### config.mk
export PLATFORM = sky130hd
export DESIGN_NAME = board_evaluator
export DESIGN_NICKNAME = d
export VERILOG_FILES = /design/src/hw/gomoku_pkg.sv /design/src/hw/column_scanner.sv /design/src/hw/column_fifo.sv /design/src/hw/line_scorer.sv /design/src/hw/board_evaluator.sv
export VERILOG_INCLUDE_DIRS = /design/src /design/src/hw
export SDC_FILE = /design/constraint.sdc
export NUM_CORES = 1
export LEC_CHECK = 0
export BUFFER_PORTS_ARGS = -buffer_cell sky130_fd_sc_hd__buf_2
export CAP_MARGIN = 40
export CORE_MARGIN = 4
export CORE_UTILIZATION = 40
export CTS_BUF_LIST = sky130_fd_sc_hd__clkbuf_4
export CTS_CLUSTER_DIAMETER = 100
export DETAILED_ROUTE_END_ITERATION = 10
export GPL_TIMING_DRIVEN = 0
export PLACE_DENSITY = 0.56
export SLEW_MARGIN = 40
export SYNTH_ARGS = -nofsm -noshare
export SYNTH_HDL_FRONTEND = slang
export SYNTH_SLANG_ARGS = --single-unit
### constraint.sdc
create_clock -name i_clk -period 30.3 [get_ports i_clk]
set_input_delay 6.06 -clock i_clk [delete_from_list [all_inputs] [get_ports i_clk]]
set_output_delay 6.06 -clock i_clk [all_outputs]
set_load 0.02 [all_outputs]
### src/hw/gomoku_settings.svh
`ifndef GOMOKU_SETTINGS_SVH
`define GOMOKU_SETTINGS_SVH

// Board geometry.
`define BOARD_SIZE        15
`define CELL_W            2

`define CELL_BLACK        0
`define CELL_WHITE        1
`define CELL_EMPTY        2

`define WEIGHT_FIVE       1000000
`define WEIGHT_OPEN_FOUR  100000
`define WEIGHT_OPEN_THREE 1000
`define WEIGHT_OPEN_TWO   100

`define LINE_FIFO_DEPTH   4   // Also the scanner's starting credit count.

`endif

### src/hw/gomoku_pkg.sv
`default_nettype none

`include "gomoku_settings.svh"

package gomoku_pkg;

    // One board cell.
    typedef logic [`CELL_W-1:0] cell_t;

    // One vertical line, row 0 in the low bits.
    typedef logic [`BOARD_SIZE*`CELL_W-1:0] column_t;

    // Cell (row, col) sits at index row*BOARD_SIZE + col.
    typedef logic [`BOARD_SIZE*`BOARD_SIZE*`CELL_W-1:0] board_t;

    typedef logic signed [31:0] score_t;

    typedef logic [3:0] col_idx_t;

    // Wide enough to hold the full FIFO depth.
    typedef logic [$clog2(`LINE_FIFO_DEPTH+1)-1:0] credit_t;

endpackage

`default_nettype wire

### src/hw/column_scanner.sv
`timescale 1ns/1ps
`default_nettype none

`include "gomoku_settings.svh"

module column_scanner
    import gomoku_pkg::*;
(
    input  wire logic   i_clk,
    input  wire logic   i_rst_n,
    input  wire logic   i_start,
    input  wire board_t i_board,
    input  wire logic   i_credit_return,
    output logic        o_busy,
    output logic        o_col_valid,
    output column_t     o_col_data,
    output logic        o_col_last
);

    typedef enum logic {S_IDLE, S_SCAN} scan_state_t;

    scan_state_t state;
    col_idx_t    col_cnt;
    credit_t     credit;
    logic        send;

    assign send        = (state == S_SCAN) && (credit != '0);  // Only with credit in hand.
    assign o_busy      = (state == S_SCAN);
    assign o_col_valid = send;
    assign o_col_last  = (col_cnt == col_idx_t'(`BOARD_SIZE-1));

    // Pick the cells of the current column out of the board.
    always_comb begin
        for (int r = 0; r < `BOARD_SIZE; r++) begin
            o_col_data[r*`CELL_W +: `CELL_W] =
                i_board[(r*`BOARD_SIZE + int'(col_cnt))*`CELL_W +: `CELL_W];
        end
    end

    always_ff @(posedge i_clk or negedge i_rst_n) begin
        if (!i_rst_n) begin
            state   <= S_IDLE;
            col_cnt <= '0;
            credit  <= credit_t'(`LINE_FIFO_DEPTH);
        end else begin
            credit <= credit - credit_t'(send) + credit_t'(i_credit_return);
            case (state)
                S_IDLE: begin
                    if (i_start) begin
                        state <= S_SCAN;  // A start while busy never reaches here.
                    end
                end
                S_SCAN: begin
                    if (send) begin
                        if (o_col_last) begin
                            state   <= S_IDLE;
                            col_cnt <= '0;
                        end else begin
                            col_cnt <= col_cnt + 1'b1;
                        end
                    end
                end
                default: state <= S_IDLE;
            endcase
        end
    end

    // Credits come back from the FIFO and must never outnumber its entries.
    a_credit_bound: assert property (@(posedge i_clk) disable iff (!i_rst_n)
        credit <= credit_t'(`LINE_FIFO_DEPTH))
        else $error("column_scanner credit count above FIFO depth");

endmodule

`default_nettype wire

### src/hw/column_fifo.sv
`timescale 1ns/1ps
`default_nettype none

`include "gomoku_settings.svh"

module column_fifo
    import gomoku_pkg::*;
#(
    parameter int DEPTH = `LINE_FIFO_DEPTH
) (
    input  wire logic    i_clk,
    input  wire logic    i_rst_n,
    input  wire logic    i_push,
    input  wire column_t i_push_data,
    input  wire logic    i_push_last,
    input  wire logic    i_pop,
    output logic         o_head_valid,
    output column_t      o_head_data,
    output logic         o_head_last,
    output logic         o_credit_return
);

    localparam int PTR_W = (DEPTH > 1) ? $clog2(DEPTH) : 1;
    localparam int CNT_W = $clog2(DEPTH + 1);

    column_t          mem_data [DEPTH];
    logic             mem_last [DEPTH];
    logic [PTR_W-1:0] rd_ptr;
    logic [PTR_W-1:0] wr_ptr;
    logic [CNT_W-1:0] count;
    logic             do_push;
    logic             do_pop;

    function automatic logic [PTR_W-1:0] next_ptr(input logic [PTR_W-1:0] ptr);
        return (ptr == PTR_W'(DEPTH - 1)) ? '0 : ptr + 1'b1;
    endfunction

    assign do_push         = i_push && (count != CNT_W'(DEPTH));
    assign do_pop          = i_pop && (count != '0);
    assign o_head_valid    = (count != '0);
    assign o_head_data     = mem_data[rd_ptr];
    assign o_head_last     = mem_last[rd_ptr];
    assign o_credit_return = do_pop;  // One credit back per freed entry.

    always_ff @(posedge i_clk) begin
        if (do_push) begin
            mem_data[wr_ptr] <= i_push_data;
            mem_last[wr_ptr] <= i_push_last;
        end
    end

    always_ff @(posedge i_clk or negedge i_rst_n) begin
        if (!i_rst_n) begin
            rd_ptr <= '0;
            wr_ptr <= '0;
            count  <= '0;
        end else begin
            if (do_push) wr_ptr <= next_ptr(wr_ptr);
            if (do_pop) rd_ptr <= next_ptr(rd_ptr);
            count <= count + CNT_W'(do_push) - CNT_W'(do_pop);
        end
    end

    // ----------------------------------------
    a_no_push_full: assert property (@(posedge i_clk) disable iff (!i_rst_n)
        i_push |-> (count != CNT_W'(DEPTH)))
        else $error("column_fifo push while full, scanner overran its credits");

    a_no_pop_empty: assert property (@(posedge i_clk) disable iff (!i_rst_n)
        i_pop |-> (count != '0))
        else $error("column_fifo pop while empty");

endmodule

`default_nettype wire

### src/hw/line_scorer.sv
`timescale 1ns/1ps
`default_nettype none

`include "gomoku_settings.svh"

module line_scorer
    import gomoku_pkg::*;
(
    input  wire logic    i_clk,
    input  wire logic    i_rst_n,
    input  wire logic    i_head_valid,
    input  wire column_t i_head_data,
    input  wire logic    i_head_last,
    output logic         o_pop,
    output logic         o_done,
    output score_t       o_score
);

    // Zero padding past the last row, so windows off the board never match.
    localparam int PAD = 5;

    typedef enum logic {S_BLACK, S_WHITE} phase_t;

    phase_t                     phase;
    cell_t                      colour;
    logic [`BOARD_SIZE+PAD-1:0] is_stone;
    logic [`BOARD_SIZE+PAD-1:0] is_empty;
    score_t                     line_sum;
    score_t                     black_acc;
    score_t                     white_acc;

    assign colour = (phase == S_WHITE) ? cell_t'(`CELL_WHITE) : cell_t'(`CELL_BLACK);
    assign o_pop  = (phase == S_WHITE);  // Head stays valid through both phases.

    // ----------------------------------------
    // Per-row classification of the head column.
    always_comb begin
        is_stone = '0;
        is_empty = '0;
        for (int r = 0; r < `BOARD_SIZE; r++) begin
            is_stone[r] = (i_head_data[r*`CELL_W +: `CELL_W] == colour);
            is_empty[r] = (i_head_data[r*`CELL_W +: `CELL_W] == cell_t'(`CELL_EMPTY));
        end
    end

    // ----------------------------------------
    // Match the four open shapes at every start row.
    always_comb begin
        line_sum = '0;
        for (int s = 0; s < `BOARD_SIZE; s++) begin
            if (&is_stone[s +: 5]) begin
                line_sum = line_sum + score_t'(`WEIGHT_FIVE);
            end
            if (is_empty[s] && (&is_stone[s+1 +: 4]) && is_empty[s+5]) begin
                line_sum = line_sum + score_t'(`WEIGHT_OPEN_FOUR);
            end
            if (is_empty[s] && (&is_stone[s+1 +: 3]) && is_empty[s+4]) begin
                line_sum = line_sum + score_t'(`WEIGHT_OPEN_THREE);
            end
            if ((&is_empty[s +: 2]) && (&is_stone[s+2 +: 2]) && (&is_empty[s+4 +: 2])) begin
                line_sum = line_sum + score_t'(`WEIGHT_OPEN_TWO);
            end
        end
    end

    // ----------------------------------------
    always_ff @(posedge i_clk or negedge i_rst_n) begin
        if (!i_rst_n) begin
            phase     <= S_BLACK;
            black_acc <= '0;
            white_acc <= '0;
            o_done    <= 1'b0;
            o_score   <= '0;
        end else begin
            o_done <= 1'b0;
            case (phase)
                S_BLACK: begin
                    if (i_head_valid) begin
                        black_acc <= black_acc + line_sum;
                        phase     <= S_WHITE;
                    end
                end
                S_WHITE: begin
                    phase <= S_BLACK;
                    if (i_head_last) begin
                        // The board is finished, so publish its score and start the next one clean.
                        o_score   <= black_acc - (white_acc + line_sum);
                        o_done    <= 1'b1;
                        black_acc <= '0;
                        white_acc <= '0;
                    end else begin
                        white_acc <= white_acc + line_sum;
                    end
                end
                default: phase <= S_BLACK;
            endcase
        end
    end

    // The FIFO must hold the head column steady from the black phase to the white one.
    a_head_stable: assert property (@(posedge i_clk) disable iff (!i_rst_n)
        (phase == S_WHITE) |->
            (i_head_valid && $stable(i_head_data) && $stable(i_head_last)))
        else $error("line_scorer head column changed between its two phases");

endmodule

`default_nettype wire

### src/hw/board_evaluator.sv
`timescale 1ns/1ps
`default_nettype none

module board_evaluator
    import gomoku_pkg::*;
(
    input  wire logic   i_clk,
    input  wire logic   i_rst_n,
    input  wire logic   i_start,
    input  wire board_t i_board,
    output logic        o_busy,
    output logic        o_done,
    output score_t      o_score
);

    // Scanner to FIFO.
    logic    col_valid;
    column_t col_data;
    logic    col_last;
    logic    credit_return;

    // FIFO to scorer.
    logic    head_valid;
    column_t head_data;
    logic    head_last;
    logic    head_pop;

    column_scanner u_scanner (
        .i_clk           (i_clk),
        .i_rst_n         (i_rst_n),
        .i_start         (i_start),
        .i_board         (i_board),
        .i_credit_return (credit_return),
        .o_busy          (o_busy),
        .o_col_valid     (col_valid),
        .o_col_data      (col_data),
        .o_col_last      (col_last)
    );

    column_fifo u_fifo (
        .i_clk           (i_clk),
        .i_rst_n         (i_rst_n),
        .i_push          (col_valid),
        .i_push_data     (col_data),
        .i_push_last     (col_last),
        .i_pop           (head_pop),
        .o_head_valid    (head_valid),
        .o_head_data     (head_data),
        .o_head_last     (head_last),
        .o_credit_return (credit_return)
    );

    line_scorer u_scorer (
        .i_clk        (i_clk),
        .i_rst_n      (i_rst_n),
        .i_head_valid (head_valid),
        .i_head_data  (head_data),
        .i_head_last  (head_last),
        .o_pop        (head_pop),
        .o_done       (o_done),
        .o_score      (o_score)
    );

endmodule

`default_nettype wire

==> results.md, run 1 <==
* Wire per inst at approximately 25 microns
* Initial Util at 40.7%
* Cell mode on critical path: a21oi_1
* Outcome: finished clean
* Synthesis-to-layout area growth at 16.0%
* Maximum VDD drop at 0.0199 mV
* Worst Skew at 0.0830 ns
* Max Buffers Root-to-Sink at 3
* HPWL after DPL at 97700 microns
* Sequential area share after synthesis at between 20% and 30%
* Number of antenna-violating nets in the routed design at 0
* MaxCap Viol Count at 0
* Vias in the first global route at ~27k
* RSZ-0062 raised after global routing: false
* Final Slew Violations at 0
* Worst Max-Slew Pin Slew at 0.992 ns
* Crit path kind: register to register
* Commonest cells after routing, fill and taps aside: buf_2, nand2_1, xnor2_1
* Post-synth EDFFs at 124
* DRC at 0
* Worst Setup EP: u_scorer.o_score[31]
* Synthesized instance count at around 3.1k
* Setup_tns at 0 ns
* Clock transition at path regs at 0.07 ns
* CTS tree: built
* Row count at 97
* Hold Crit Class: register to register
* Die Y at 276 microns
* Seq. cell area at 6430 sq um
* Num Clock Sinks at 232
* CP max FO at 10
* Synth Area per Inst at 9.19 sq um
* Aggregate global-route resource usage at between 20% and 30%
* Multiplexer share of the synthesized area at 15.4%
* Final wirelength at 116000 microns
* Pin count of the biggest net entering global routing at 65
* Fin crit share at between 80% and 90%
* Setup slack, reg-to-reg at around 4.4 ns
* Pwr Density at between 20 and 25 nW/um^2
* Hold_buf cts at 0
* Max_slew headroom at ~33%
* Total iterations of the first detailed-routing run at 5
* Share of layout cells above drive strength 1 at 27.0%
* Setup crit start kind: register
* Worst Path Required at 30.87 ns
* H-Tree Depth at 2
* Simple-Gate Fraction of Synth Area at 18.5%
* XOR/XNOR share of the synthesized area at 11.9%
* Hold Vio Cnt, Final at 0
* Multi-input gate area at 21100 sq um
* Post-cts resize count at 0
* Adder and majority gate portion of the synthesized area at under 10%
* Yosys warning count at 0
* Vias per cell at 5.94
* Critical R2R Capture: u_scorer.o_score[31]
* Horiz. Die Dim at 276 microns
* Inst Count DP at 4561
* P_leak at 13.7 nW
* Antenna violations before repair at 11
* Post-CTS setup buffers at 0
* Clock Tree Root: clkbuf_4
* Final Critical Period at between 20 and 30 ns
* Worst reg2reg path startpoint: u_fifo.rd_ptr[0]
* CORE AREA at slightly above 70000 sq um
* Post-synthesis compound-gate area fraction at 20.2%
* Vias at 27.8k
* Critical Path End Type: register
* Total CTS buffers at 57
* CP Data Arrival Time at ~26 ns
* CP max stage cell: mux4_2
* Iteration-0 DRC Markers at approximately 2.2k
* First-pass GRT wire length at 172000 microns
* Routability Congestion at 0.970
* Clk_lat worst skew at 0.77 ns
* Synth Cell Area at approximately 29000 sq um
* Largest family of logic cells by synthesized area: compound AO/OA/AOI/OAI gates
* FMAX at approximately 39 MHz
* Final std cells w/o fill at 4676
* Synth unique cells at between 100 and 150
* Asr flop ratio synth at 46.6%
* Reg2reg path depth at 103
* Fill count at 7016
* Global route overflow at 0
* PortBufs at slightly below 500
* Flops & latches, synth at 232
* Top_reg_cell synth: edfxtp_1
* Nets at 4283
* Final setup violating endpoints at 0
* Most common cell after layout, fill and taps aside: buf_2
* Crit-path max cell delay at 0.64 ns
* I/O Pins at slightly below 500
* Die Area at approximately 76000 sq um
* Critical Path Source: u_fifo.rd_ptr[0]
synthesized netlist by cell type (16+ instances only):
cell type	instances	area [sq um]
nor3_1	77	385
nor3b_1	17	128
a21oi_1	165	826
buf_1	18	67.6
nor4_1	23	144
nor2b_1	27	169
o211ai_1	31	233
nand2b_1	47	294
o22ai_1	38	238
o21a_1	22	165
inv_1	167	627
and2_1	45	282
a31oi_1	37	231
buf_2	18	90.1
o21ai_0	210	1050
dfrtp_1	107	2680
nand2_1	266	998
xnor2_1	211	1850
clkbuf_1	71	267
nor2_1	189	709
a211oi_1	16	120
mux2i_1	22	220
a21o_1	53	398
nand3_1	128	641
o21bai_1	17	128
ha_1	144	1800
or2_2	23	144
o31ai_1	42	315
xor2_1	82	718
or3_1	31	194
mux4_2	179	4030
a21boi_0	21	158
edfxtp_1	124	3720
and3_1	53	332
report_power, final:
part / internal, W / total [W] / switching [W]
Clock: 0.000139 / 0.000276 / 0.000137
Sequential: 0.000332 / 0.000332 / 0.00000000000000000000783
Combinational: 0.0000411 / 0.0000793 / 0.0000382
Total: 0.000513 / 0.000687 / 0.000175
state kept, by name, summed over array words and instances (netlist names), 3 cells and up:
register            flops
u_scorer.o_score       31
u_scanner.col_cnt       4
u_fifo.mem_last         4
u_scanner.credit        3
u_scorer.black_acc     30
u_fifo.count            3
u_scorer.white_acc     30
u_fifo.mem_data       120
worst min-delay path by stage:
stage	from	end	slack (ns)	depth (start not counted)
2_1_floorplan	u_scanner.credit[2]	u_scanner.credit[2]	0.47	1
3_3_place_gp	u_scorer.o_score[28]	u_scorer.o_score[28]	0.46	2
3_5_place_dp	u_scorer.o_score[27]	u_scorer.o_score[27]	0.47	2
4_1_cts	u_scorer.o_score[27]	u_scorer.o_score[27]	0.48	2
5_1_grt	u_scorer.o_score[1]	u_scorer.o_score[1]	0.52	1
6_report	u_scorer.o_score[27]	u_scorer.o_score[27]	0.48	2
layer usage:
layer / GRT usage [%] / vias up / wire (microns)
li1: - / 12971 / -
met1: 38.0 / 13699 / 48400
met2: 53.0 / 935 / 58000
met3: 2.40 / 152 / 4970
met4: 10.9 / 0 / 4830
met5: 0 / - / 0
layout make-up:
cell class	count	area share [%]
Multi-Input combinational cell	2602	63.4
Sequential cell	232	19.3
Timing Repair Buffer	486	7.41
Clock buffer	78	1.76
Clock inverter	28	0.546
Buffer	130	2.05
Tap cell	940	3.54
Inverter	171	1.93
Antenna cell	9	0.0677
worst max-delay path, delay by kind of cell, from the launching register on:
kind	cells	cell delay, ns
muxes	1	0.64
and+or+nand+nor	29	7.08
DFF	1	0.37
buffers and inverters	8	1.52
adders and majority gates	14	4.42
xor gates and xnor gates	12	3.31
AOI/OAI and AO/OA	39	8.34
cell families after synthesis:
| logic type | Yosys count |
|---|---|
| multiplexers | 216 |
| AND/OR/NAND/NOR | 1027 |
| XOR/XNOR | 335 |
| AO/OA/AOI/OAI | 851 |
| adder cells (fa/ha/maj) | 157 |
| other | 1 |
| flip-flops | 232 |
| buffers and inverters | 301 |
stage by stage:
| step | hold WS [ns] | power [W] | instance area [sq um] | setup WS, ns | utilization (%) |
|---|---|---|---|---|---|
| after detailed placement | 0.471 | 0.000417 | 32400 | 5.10 | 46.0 |
| after CTS | 0.485 | 0.000693 | 33200 | 4.89 | 47.1 |
| final | 0.481 | 0.000687 | 33300 | 4.39 | 47.2 |
| after floorplan | 0.469 | 0.000367 | 28700 | 9.05 | - |
| after global placement | 0.464 | 0.000416 | 32300 | 5.09 | 45.8 |
| after global routing | 0.515 | 0.000715 | 33300 | 2.60 | 47.2 |
Power figures use the tool's default switching activity.
==> run 2, diff against run 1 <==
REMOVE_ABC_BUFFERS = 1   (was not set)
==> run 2 against run 1 <==
Against the previous run: global-route usage shrank 5.7 points; critical endpoint unchanged; final area decreased by 0.82%; critical path depth is 6 lower.
==> results.md, run 2 (synthesized netlist as in run 1, its figures left out) <==
* Initial Util at 40.7%
* Row count at 97
* HPWL after DPL at 77500 microns
* CTS tree: built
* Number of antenna-violating nets in the routed design at 0
* P_leak at 13.4 nW
* Clock Tree Root: clkbuf_4
* Routability Congestion at 0.929
* First-pass GRT wire length at between 100000 and 150000 microns
* Wire per inst at around 21 microns
* Synthesis-to-layout area growth at 15.1%
* Pin count of the biggest net entering global routing at 62
* Aggregate global-route resource usage at 24.1%
* Maximum VDD drop at 0.0165 mV
* Num Clock Sinks at 232
* CP max stage cell: dfrtp_4
* Worst Path Required at 30.91 ns
* Crit-path max cell delay at 0.63 ns
* Pint at 0.000525 W
* Antenna violations before repair at 11
* Critical R2R Capture: u_scorer.o_score[31]
* Max reg flops at 120
* CP max FO at 22
* Met3 global-route usage at between 2 and 3%
* Final wirelength at between 90000 and 100000 microns
* Cell family with most CP delay: compound AO/OA/AOI/OAI gates
* Inst Count DP at ~4.4k
* GR Util met2 at 40.4%
* PortBufs at 485
* Max Buffers Root-to-Sink at 3
* Hold wc startpoint: u_scorer.o_score[31]
* Fin crit share at 82.4%
* Die Y at 276 microns
* Setup crit start kind: register
* Vias in the first global route at 25.7k
* Top reg by flops: u_fifo.mem_data
* Final std cells w/o fill at 4566
* FMAX at 40.0 MHz
* Iteration-0 DRC Markers at 1996
* WHS Endpoint: u_scorer.o_score[31]
* Fill count at about 7k
* Vias per cell at 5.76
* Final Critical Period at 24.98 ns
* Worst reg2reg path startpoint: u_fifo.rd_ptr[0]
* Die Area at around 76000 sq um
* Share of layout cells above drive strength 1 at 27.3%
* Hold_buf cts at 0
* Total CTS buffers at 68
* Met1 Usage GRT at 33.6%
* Setup_tns at 0 ns
* Setup slack, reg-to-reg at 5.32 ns
* Hold Crit Class: register to register
* Pwr Density at 21.0 nW/um^2
* Worst Path Buf+Inv at 5
* MaxCap Viol Count at 0
* Post-cts resize count at 0
* Clock share of power at 41.9%
* Outcome: finished clean
* Most common cell after layout, fill and taps aside: buf_2
* NetSw at 0.000168 W
* Final Slew Violations at 0
* Sw frac at 24.3%
* Clock transition at path regs at 0.06 ns
* Comb power frac at 10.1%
* CORE AREA at 70500 sq um
* Worst Skew at 0.0572 ns
* Global route overflow at 0
* Seq. cell area at 6450 sq um
* Commonest cells after routing, fill and taps aside: buf_2, nand2_1, xnor2_1
* Worst Max-Slew Pin Slew at roughly 0.91 ns
* Top flop regs: u_fifo.mem_data x120, u_scorer.o_score x31
* Hold Path Stages at 2
* Crit path kind: register to register
* Nets at 4179
* H-Tree Depth at 3
* Reg2reg path depth at between 90 and 100
* DRC at 0
* Clk_lat worst skew at ~0.76 ns
* Hold Vio Cnt, Final at 0
* Post-CTS setup buffers at 0
* Critical Path End Type: register
* Final setup violating endpoints at 0
* I/O Pins at about 490
* Vias at 26.3k
* Busiest grt layer: met2
* Total iterations of the first detailed-routing run at 5
* Horiz. Die Dim at about 280 microns
* Multi-input gate area at 21100 sq um
* CP Data Arrival Time at ~26 ns
* Max_slew headroom at 38.8%
* Worst hold slack at 0.476 ns
* Sequential share of power at 48.0%
* RSZ-0062 raised after global routing: false
## run 2: per-stage QoR
stage | setup WS (ns) | power (W) | util (%) | instance area, sq um
5_1_grt | 3.45 | 0.000730 | 46.8 | 33000
2_1_floorplan | 8.07 | 0.000367 | - | 28100
6_report | 5.32 | 0.000693 | 46.8 | 33000
3_5_place_dp | 5.62 | 0.000409 | 45.5 | 32100
4_1_cts | 5.49 | 0.000706 | 46.7 | 32900
3_3_place_gp | 3.95 | 0.000408 | 44.9 | 31700
## run 2: final cells by class
| class | count | area share, % |
|---|---|---|
| sequential | 232 | 19.6 |
| timing repair buffer | 501 | 8.22 |
| multi-input combinational | 2602 | 64.1 |
| antenna | 6 | 0.0455 |
| tap | 940 | 3.57 |
| inverter | 171 | 1.95 |
| clock inverter | 15 | 0.281 |
| clock buffer | 99 | 2.25 |
## run 2: tightest hold or removal path: cells and delay by family (launching register included)
| family | cells | cell delay (ns) |
|---|---|---|
| and+or+nand+nor | 1 | 0.05 |
| AOI/OAI and AO/OA | 1 | 0.06 |
| DFF | 1 | 0.33 |
## run 2: routing by layer
layer / up-vias / share of wire [%]
met3: 101 / 4.3
met1: 12686 / 46
met2: 754 / 48
met4: 4 / 2.1
met5: - / 0.022
li1: 12748 / -
## run 2: how the worst max path moves through the flow
| stage | startpoint | to | slack, ns | cells after the start |
|---|---|---|---|---|
| 6_report | u_fifo.rd_ptr[0] | u_scorer.o_score[31] | 5.32 | 97 |
| 5_1_grt | u_fifo.rd_ptr[0] | u_scorer.o_score[31] | 3.45 | 97 |
| 4_1_cts | u_fifo.rd_ptr[0] | u_scorer.o_score[31] | 5.49 | 103 |
| 3_5_place_dp | u_fifo.rd_ptr[0] | u_scorer.o_score[31] | 5.62 | 98 |
| 3_3_place_gp | u_fifo.rd_ptr[0] | u_scorer.o_score[31] | 3.95 | 101 |
| 2_1_floorplan | u_fifo.rd_ptr[0] | u_scorer.o_score[31] | 8.07 | 96 |
## run 2: power by group through the flow
| stage | combinational [W] | clock (W) | sequential [W] |
|---|---|---|---|
| 6_report | 0.0000700 | 0.000290 | 0.000333 |
| 2_1_floorplan | 0.0000276 | 0 | 0.000339 |
| 3_3_place_gp | 0.0000686 | 0 | 0.000339 |
| 5_1_grt | 0.0000761 | 0.000321 | 0.000332 |
| 3_5_place_dp | 0.0000700 | 0 | 0.000339 |
| 4_1_cts | 0.0000703 | 0.000303 | 0.000333 |
